`src/hw/commit_trace_settings.svh`:
```
`ifndef COMMIT_TRACE_SETTINGS_SVH
`define COMMIT_TRACE_SETTINGS_SVH

// commit ports, the merge is built for two
`define CT_NR_COMMIT_PORTS 2

// cause and trap value width
`define CT_XLEN 64

// virtual address width of a pc
`define CT_VLEN 40

// entries in each retired-pc queue
`define CT_PC_QUEUE_DEPTH 8

`endif

```
`src/hw/commit_trace_pkg.sv`:
```
`include "commit_trace_settings.svh"

package commit_trace_pkg;

  // ----------------------------------------------------------------------
  // basic words
  // ----------------------------------------------------------------------

  typedef logic [`CT_VLEN-1:0] pc_t;
  typedef logic [`CT_XLEN-1:0] xlen_t;

  // encoding follows the riscv privileged spec
  typedef enum logic [1:0] {
    PRIV_LVL_U = 2'b00,
    PRIV_LVL_S = 2'b01,
    PRIV_LVL_M = 2'b11
  } priv_lvl_t;

  // ----------------------------------------------------------------------
  // cause word
  // ----------------------------------------------------------------------

  // split view of mcause/scause
  typedef struct packed {
    logic                irq;
    logic [`CT_XLEN-2:0] code;
  } cause_fields_t;

  // raw word for the trace port, split view for classification
  typedef union packed {
    xlen_t         raw;
    cause_fields_t fields;
  } cause_t;

  // ----------------------------------------------------------------------
  // commit side
  // ----------------------------------------------------------------------

  // one entry as presented by the scoreboard at commit
  typedef struct packed {
    pc_t    pc;
    logic   ex_valid;
    cause_t cause;
    xlen_t  tval;
  } commit_entry_t;

  // per-port trace record
  // insn is taken from the low half of tval, as the decoder leaves
  // the instruction word there for every committed entry
  typedef struct packed {
    logic        valid;
    logic [31:0] insn;
    pc_t         iaddr;
    priv_lvl_t   priv;
    logic        exception;
    logic        interrupt;
    cause_t      cause;
    xlen_t       tval;
  } trace_port_t;

  // ----------------------------------------------------------------------
  // merged retire stream
  // ----------------------------------------------------------------------

  typedef struct packed {
    pc_t                                   pc;
    logic [$clog2(`CT_NR_COMMIT_PORTS)-1:0] port;
  } merged_pc_t;

endpackage

```
`src/hw/commit_port_tracer.sv`:
```
`timescale 1ns/1ps
`include "commit_trace_settings.svh"

module commit_port_tracer #(
  parameter int unsigned Depth = `CT_PC_QUEUE_DEPTH
) (
  input  logic                            clk_i,
  input  logic                            rst_ni,
  input  logic                            commit_ack_i,
  input  commit_trace_pkg::commit_entry_t commit_instr_i,
  input  commit_trace_pkg::priv_lvl_t     priv_lvl_i,
  input  logic                            pop_i,
  output commit_trace_pkg::trace_port_t   trace_o,
  output logic                            pc_avail_o,
  output commit_trace_pkg::pc_t           pc_head_o,
  output logic                            overflow_o
);

  localparam int unsigned PtrWidth = (Depth > 1) ? $clog2(Depth) : 1;
  localparam int unsigned CntWidth = $clog2(Depth + 1);

  // ----------------------------------------------------------------------
  // classification
  // ----------------------------------------------------------------------

  logic is_irq;
  logic retire;
  logic trap_ex;
  logic trap_irq;

  // top bit of the cause tells interrupts from synchronous exceptions
  assign is_irq   = commit_instr_i.cause.fields.irq;
  assign retire   = commit_ack_i & ~commit_instr_i.ex_valid;
  assign trap_ex  = commit_ack_i & commit_instr_i.ex_valid & ~is_irq;
  assign trap_irq = commit_ack_i & commit_instr_i.ex_valid & is_irq;

  always_comb begin
    trace_o.valid     = retire;
    trace_o.insn      = commit_instr_i.tval[31:0];
    trace_o.iaddr     = commit_instr_i.pc;
    trace_o.priv      = priv_lvl_i;
    trace_o.exception = trap_ex;
    trace_o.interrupt = trap_irq;
    trace_o.cause     = commit_instr_i.cause;
    trace_o.tval      = commit_instr_i.tval;
  end

  // ----------------------------------------------------------------------
  // retired pc queue
  // ----------------------------------------------------------------------

  commit_trace_pkg::pc_t mem_q [Depth];

  logic [PtrWidth-1:0] rd_ptr_q;
  logic [PtrWidth-1:0] wr_ptr_q;
  logic [CntWidth-1:0] count_q;
  logic [CntWidth-1:0] count_d;
  logic                empty;
  logic                full;
  logic                push;
  logic                pop;
  logic                drop;
  logic                overflow_q;

  // wrap explicitly, depth need not be a power of two
  function automatic logic [PtrWidth-1:0] ptr_inc(input logic [PtrWidth-1:0] ptr);
    return (ptr == PtrWidth'(Depth - 1)) ? '0 : ptr + 1'b1;
  endfunction

  assign empty = (count_q == '0);
  assign full  = (count_q == CntWidth'(Depth));

  // a pop on an empty queue is ignored
  assign pop  = pop_i & ~empty;

  // a full queue still accepts when its head leaves in the same cycle
  assign push = retire & (~full | pop);
  assign drop = retire & full & ~pop;

  always_comb begin
    count_d = count_q;
    if (push && !pop) begin
      count_d = count_q + 1'b1;
    end else if (pop && !push) begin
      count_d = count_q - 1'b1;
    end
  end

  always_ff @(posedge clk_i or negedge rst_ni) begin
    if (!rst_ni) begin
      rd_ptr_q   <= '0;
      wr_ptr_q   <= '0;
      count_q    <= '0;
      overflow_q <= 1'b0;
    end else begin
      count_q <= count_d;
      if (push) begin
        wr_ptr_q <= ptr_inc(wr_ptr_q);
      end
      if (pop) begin
        rd_ptr_q <= ptr_inc(rd_ptr_q);
      end
      // sticky until reset
      if (drop) begin
        overflow_q <= 1'b1;
      end
    end
  end

  always_ff @(posedge clk_i) begin
    if (push) begin
      mem_q[wr_ptr_q] <= commit_instr_i.pc;
    end
  end

  // ----------------------------------------------------------------------
  // outputs to the merge
  // ----------------------------------------------------------------------

  assign pc_avail_o = ~empty;
  assign pc_head_o  = mem_q[rd_ptr_q];
  assign overflow_o = overflow_q;

endmodule

```
`src/hw/retire_pc_merge.sv`:
```
`timescale 1ns/1ps
`include "commit_trace_settings.svh"

module retire_pc_merge (
  input  logic                                              clk_i,
  input  logic                                              rst_ni,
  input  logic                  [`CT_NR_COMMIT_PORTS-1:0]  pc_avail_i,
  input  commit_trace_pkg::pc_t [`CT_NR_COMMIT_PORTS-1:0]  pc_head_i,
  output logic                  [`CT_NR_COMMIT_PORTS-1:0]  pop_o,
  output logic                                              pc_valid_o,
  output commit_trace_pkg::merged_pc_t                      pc_o
);

  localparam int unsigned PortWidth = $clog2(`CT_NR_COMMIT_PORTS);

  logic [PortWidth-1:0]         last_q;
  logic [PortWidth-1:0]         sel;
  logic                         any_avail;
  logic                         pc_valid_q;
  commit_trace_pkg::merged_pc_t pc_q;

  // ----------------------------------------------------------------------
  // round robin between the two queues
  // ----------------------------------------------------------------------

  assign any_avail = |pc_avail_i;

  // contention goes to the port not granted last time
  always_comb begin
    if (pc_avail_i[0] && pc_avail_i[1]) begin
      sel = ~last_q;
    end else if (pc_avail_i[1]) begin
      sel = PortWidth'(1);
    end else begin
      sel = '0;
    end
  end

  // exactly one head leaves per cycle while anything is queued
  always_comb begin
    for (int i = 0; i < `CT_NR_COMMIT_PORTS; i++) begin
      pop_o[i] = any_avail & (sel == PortWidth'(i));
    end
  end

  // ----------------------------------------------------------------------
  // grant pointer and output stage
  // ----------------------------------------------------------------------

  // pointer starts on port 1, so port 0 wins the first tie
  always_ff @(posedge clk_i or negedge rst_ni) begin
    if (!rst_ni) begin
      last_q     <= PortWidth'(1);
      pc_valid_q <= 1'b0;
      pc_q       <= '0;
    end else begin
      pc_valid_q <= any_avail;
      if (any_avail) begin
        last_q    <= sel;
        pc_q.pc   <= pc_head_i[sel];
        pc_q.port <= sel;
      end
    end
  end

  // no back-pressure, the stream is consumed every cycle
  assign pc_valid_o = pc_valid_q;
  assign pc_o       = pc_q;

endmodule

```
`src/hw/commit_trace.sv`:
```
`timescale 1ns/1ps
`include "commit_trace_settings.svh"

module commit_trace (
  input  logic                                                  clk_i,
  input  logic                                                  rst_ni,
  input  logic                            [`CT_NR_COMMIT_PORTS-1:0] commit_ack_i,
  input  commit_trace_pkg::commit_entry_t [`CT_NR_COMMIT_PORTS-1:0] commit_instr_i,
  input  commit_trace_pkg::priv_lvl_t                           priv_lvl_i,
  output commit_trace_pkg::trace_port_t   [`CT_NR_COMMIT_PORTS-1:0] trace_o,
  output logic                                                  pc_valid_o,
  output commit_trace_pkg::merged_pc_t                          pc_o,
  output logic                            [`CT_NR_COMMIT_PORTS-1:0] overflow_o
);

  // queue status towards the merge
  logic                  [`CT_NR_COMMIT_PORTS-1:0] pc_avail;
  commit_trace_pkg::pc_t [`CT_NR_COMMIT_PORTS-1:0] pc_head;
  logic                  [`CT_NR_COMMIT_PORTS-1:0] pc_pop;

  // ----------------------------------------------------------------------
  // per-port trace and queue
  // ----------------------------------------------------------------------

  for (genvar i = 0; i < `CT_NR_COMMIT_PORTS; i++) begin : gen_port
    commit_port_tracer #(
      .Depth ( `CT_PC_QUEUE_DEPTH )
    ) i_tracer (
      .clk_i          ( clk_i             ),
      .rst_ni         ( rst_ni            ),
      .commit_ack_i   ( commit_ack_i[i]   ),
      .commit_instr_i ( commit_instr_i[i] ),
      .priv_lvl_i     ( priv_lvl_i        ),
      .pop_i          ( pc_pop[i]         ),
      .trace_o        ( trace_o[i]        ),
      .pc_avail_o     ( pc_avail[i]       ),
      .pc_head_o      ( pc_head[i]        ),
      .overflow_o     ( overflow_o[i]     )
    );
  end

  // ----------------------------------------------------------------------
  // merged retire stream
  // ----------------------------------------------------------------------

  retire_pc_merge i_merge (
    .clk_i      ( clk_i      ),
    .rst_ni     ( rst_ni     ),
    .pc_avail_i ( pc_avail   ),
    .pc_head_i  ( pc_head    ),
    .pop_o      ( pc_pop     ),
    .pc_valid_o ( pc_valid_o ),
    .pc_o       ( pc_o       )
  );

endmodule

```
`config.mk`:
```
export PLATFORM = sky130hd
export DESIGN_NAME = commit_trace
export DESIGN_NICKNAME = d
export VERILOG_FILES = /design/src/hw/commit_trace_pkg.sv /design/src/hw/commit_port_tracer.sv /design/src/hw/retire_pc_merge.sv /design/src/hw/commit_trace.sv
export VERILOG_INCLUDE_DIRS = /design/src /design/src/hw
export SDC_FILE = /design/constraint.sdc
export NUM_CORES = 1
export LEC_CHECK = 0
export ABC_CLOCK_PERIOD_IN_PS = 5600
export BUFFER_PORTS_ARGS = -buffer_cell sky130_fd_sc_hd__buf_2
export CELL_PAD_IN_SITES_DETAIL_PLACEMENT = 1
export CELL_PAD_IN_SITES_GLOBAL_PLACEMENT = 2
export CORE_AREA = 2 2 314 316
export CTS_BUF_LIST = sky130_fd_sc_hd__clkbuf_4
export DETAILED_ROUTE_END_ITERATION = 16
export DIE_AREA = 0 0 316 318
export GPL_TIMING_DRIVEN = 0
export PLACE_DENSITY_LB_ADDON = 0.1
export SLEW_MARGIN = 20
export SYNTH_ARGS = -nofsm -noshare
export SYNTH_HDL_FRONTEND = slang
export SYNTH_SLANG_ARGS = --single-unit
```
`constraint.sdc`:
```
create_clock -name clk_i -period 5.6 [get_ports clk_i]
set_clock_uncertainty 0.15 [all_clocks]
set_input_delay 0.28 -clock clk_i [delete_from_list [all_inputs] [get_ports clk_i]]
set_output_delay 0.28 -clock clk_i [all_outputs]
set_load 0.02 [all_outputs]
```
==> results.md <==
* Wire length of the first global-routing pass at 153 mm
* Congestion Overflow GR at 0
* Num CTS Buffers at about 190
* Slowest CP cell: sky130_fd_sc_hd__nor3b_4
* Maximum number of pins on one net before global-route repair at 47
* Clock edge transition at the registers on the reported setup and hold paths at around 60 ps
* Number of nets with antenna violations after routing at 0
* Post-Syn Area at ~0.030 mm2
* Worst-margin pin slew at 952 ps
* Most repeated library cell on the critical path: sky130_fd_sc_hd__buf_8
* Gate count after technology mapping at approximately 1600
* Placer's final routability congestion estimate at between 1 and 1.5
* Max Clock Freq at between 200 and 300 MHz
* Number of cells on the critical path at 9
* Cell Count Post-Placement at between 3000 and 4000
* Delay contributed by the slowest stage of the critical path at around 610 ps
* Number of DRC violations after detailed routing at 0
* Most frequent cells in the layout: sky130_fd_sc_hd__edfxtp_1 (640), sky130_fd_sc_hd__buf_2 (564), sky130_fd_sc_hd__buf_4 (442)
* Unrepaired setup endpoints after global routing: false
* Crit. End Element: register
* Peak ir drop on the vdd network at around 0.00021 V
* CP bufs+invs at 5
* Vias in the first global route at approximately 20000
* Number of levels the H-tree was split into at 4
* Die width at 316 um
* Via density per instance at around 4.5
* Vias post-DR at 18301
* CP arrival at around 4000 ps
* Total nets after synthesis at 1972
* Area of the die at roughly 0.10 mm2
* Max-capacitance violation count at 0
* I/O pin cnt at 798
* Leak Pwr at approximately 15 nW
* Pre-antenna DRT Iters at 5
* Outcome: completed
* Worst min-delay path category: primary input to register
* Detailed placement HPWL at 88.6 mm
* Number of rows created at floorplan at 115
* Number of library cell types mapped by synthesis at 39
* Gate family responsible for the most delay along the worst path: simple AND/OR/NAND/NOR gates
* Max Fanout on Critical Path at 10
* Share of Yosys cell area claimed by the top area cell type at between 60% and 70%
* Number of post-CTS setup repair buffers at 0
* Most common library cell in the layout ignoring fill and taps: sky130_fd_sc_hd__edfxtp_1
* Core area at just under 0.1 mm2
* Cell Pwr Density at approximately 440 mW/mm2
* Critical setup path kind: register to register
* Reg2Reg Depth at 9
* Count of final max-slew check failures at 0
* Violation count after the first detailed-route iteration at 1221
* Seq/Total Area, Yosys at between 60 and 70%
* Average instance area after synthesis at about 19 um2
* Mean routed wirelength per cell at 27.9 um
* Share of the clock period used by the worst path after layout at 62.6%
* Synth area leader: sky130_fd_sc_hd__edfxtp_1
* Element type at the critical path start: register
* Initial Utilization at a little under a third
* Clock Sink Count at 705
* Max clock buf depth at 3
* Final layout net count at about 3000
* Fraction of final layout cells with drive strength greater than 1 at 58.7%
* Number of antenna violations at the first check in global routing at 12
* Port buffer count at about 540
* Instance count along the most critical hold path at 2
* Required time of the worst setup path at just over 6000 ps
* Flop and latch count out of synthesis at 705
* Cell-by-cell trace of the critical path: or4_1 -> buf_2 -> a41oi_4 -> nand2_2 -> nor3b_4 -> buf_8 -> buf_16 -> buf_8 -> buf_6
* Total of endpoints with negative setup slack in the final report at 0
* Setup TNS after final layout at 0 ps
* Worst slew margin at between 30 and 40%
* Layout-stage area growth over the synthesis result at 31.9%
* Final min period at approximately 3500 ps
* Overall track demand over capacity in global routing at between 20% and 30%
* Hold violation count in the final report at 0
* Cell chosen for the clock root: sky130_fd_sc_hd__clkbuf_4
* Clk_lat worst skew at 1000 ps
* Top cells by area, synth: sky130_fd_sc_hd__edfxtp_1 (64%), sky130_fd_sc_hd__mux4_2 (12%), sky130_fd_sc_hd__buf_4 (10%)
* Total Routed Length at approximately 110 mm
* Number of warnings reported in the yosys synthesis log at 0
* CTS tree: done
* Post-Layout Cell Count at 4025
* Die Height at roughly 320 um
==> synth_stat cells (all sizes together) <==
library cell and instances:
edfxtp 640, buf 442, mux4 160, dfrtp 64, mux2 49, a21oi 43, mux2i 42, o22ai 40
clkbuf 28, nand2 15, nor2 15, ha 14, inv 9, nor3 9, o21ai 7, xnor2 6
nand2b 5, a21o 4, nor3b 4, nor4 3, and3 2, fa 2, or4 2, a31o 1
a41o 1, a41oi 1, dfstp 1, nand3 1, nand3b 1, nor4b 1
==> sequential cells by signal, indices dropped and copies added, names as in the netlist <==
register                      cells
gen_port.i_tracer.wr_ptr_q        6
gen_port.i_tracer.count_q         8
gen_port.i_tracer.mem_q         640
gen_port.i_tracer.overflow_o      2
i_merge.last_q                    1
i_merge.pc_valid_o                1
gen_port.i_tracer.rd_ptr_q        6
i_merge.pc_o                     41
==> metrics by stage <==
step | hold slack [ps] | power (mW) | cell area, um2 | worst slack [ps] | utilization [%]
after floorplan | -166 | 10.4 | 30000 | 703 | -
after global placement | 313 | 12.5 | 34300 | -2720 | 35.2
after detailed placement | 42.4 | 12.8 | 35400 | 2000 | 36.3
after CTS | 1.85 | 17.5 | 39500 | 2040 | 40.6
after global routing | 51.3 | 18.2 | 39500 | 1870 | 40.6
final | 106 | 17.2 | 39500 | 2090 | 40.6
==> repair_timing <==
action | in CTS | in global routing
hold buffers | 165 | 1
gates resized for setup | 0 | 0
endpoints found under the hold margin | 765 | 18
endpoints found under the setup margin | 0 | 0
==> power by group <==
group / total, mW / internal [mW] / switching [mW]
combinational: 5.87 / 2.53 / 3.35
clock: 4.59 / 2.47 / 2.12
sequential: 6.76 / 6.38 / 0.373
==> cell families after synthesis <==
family,count (synthesis),share of synthesized area (%)
simple gates,58,1.06
buf+inv,479,11.3
mux,251,15.3
xor+xnor,6,0.175
fa+ha+maj,16,0.718
compound gates,97,1.97
flops,705,69.5
==> worst reg2reg max path: cells and delay by family (launching register included) <==
kind,cells,cell delay (ps)
flops,1,420
compound gates,1,360
buf+inv,5,960
simple gates,3,1360
==> path summary, 6_finish.rpt <==
check	start	endpoint	slack, ps
max	gen_port[0].i_tracer.count_q[2]	gen_port[1].i_tracer.mem_q[3][33]	2090
min	commit_instr_i[130]	gen_port[0].i_tracer.mem_q[6][1]	110
max reg2reg	gen_port[0].i_tracer.count_q[2]	gen_port[1].i_tracer.mem_q[3][33]	2090
min reg2reg	gen_port[1].i_tracer.overflow_o	gen_port[1].i_tracer.overflow_o	320
max in group asynchronous	rst_ni	i_merge.pc_o[20]	4280
min in group asynchronous	rst_ni	i_merge.pc_o[16]	330
==> routing by layer <==
layer	GRT usage, %	wire length (um)
met1	30.8	50100
met2	33.3	50400
met3	8.06	10500
met4	4.52	1270
met5	0	8
==> area by class of cell <==
type,count,area [um2]
Sequential cell,705,20800
Tap cell,1287,1610
Multi-Input combinational cell,428,5860
Inverter,9,33.8
Antenna cell,4,10.0
Buffer,470,3350
Timing Repair Buffer,778,5340
Clock buffer,307,2300
Clock inverter,37,178
Fill cell,9975,57900
(Power assumes the default switching activity.)
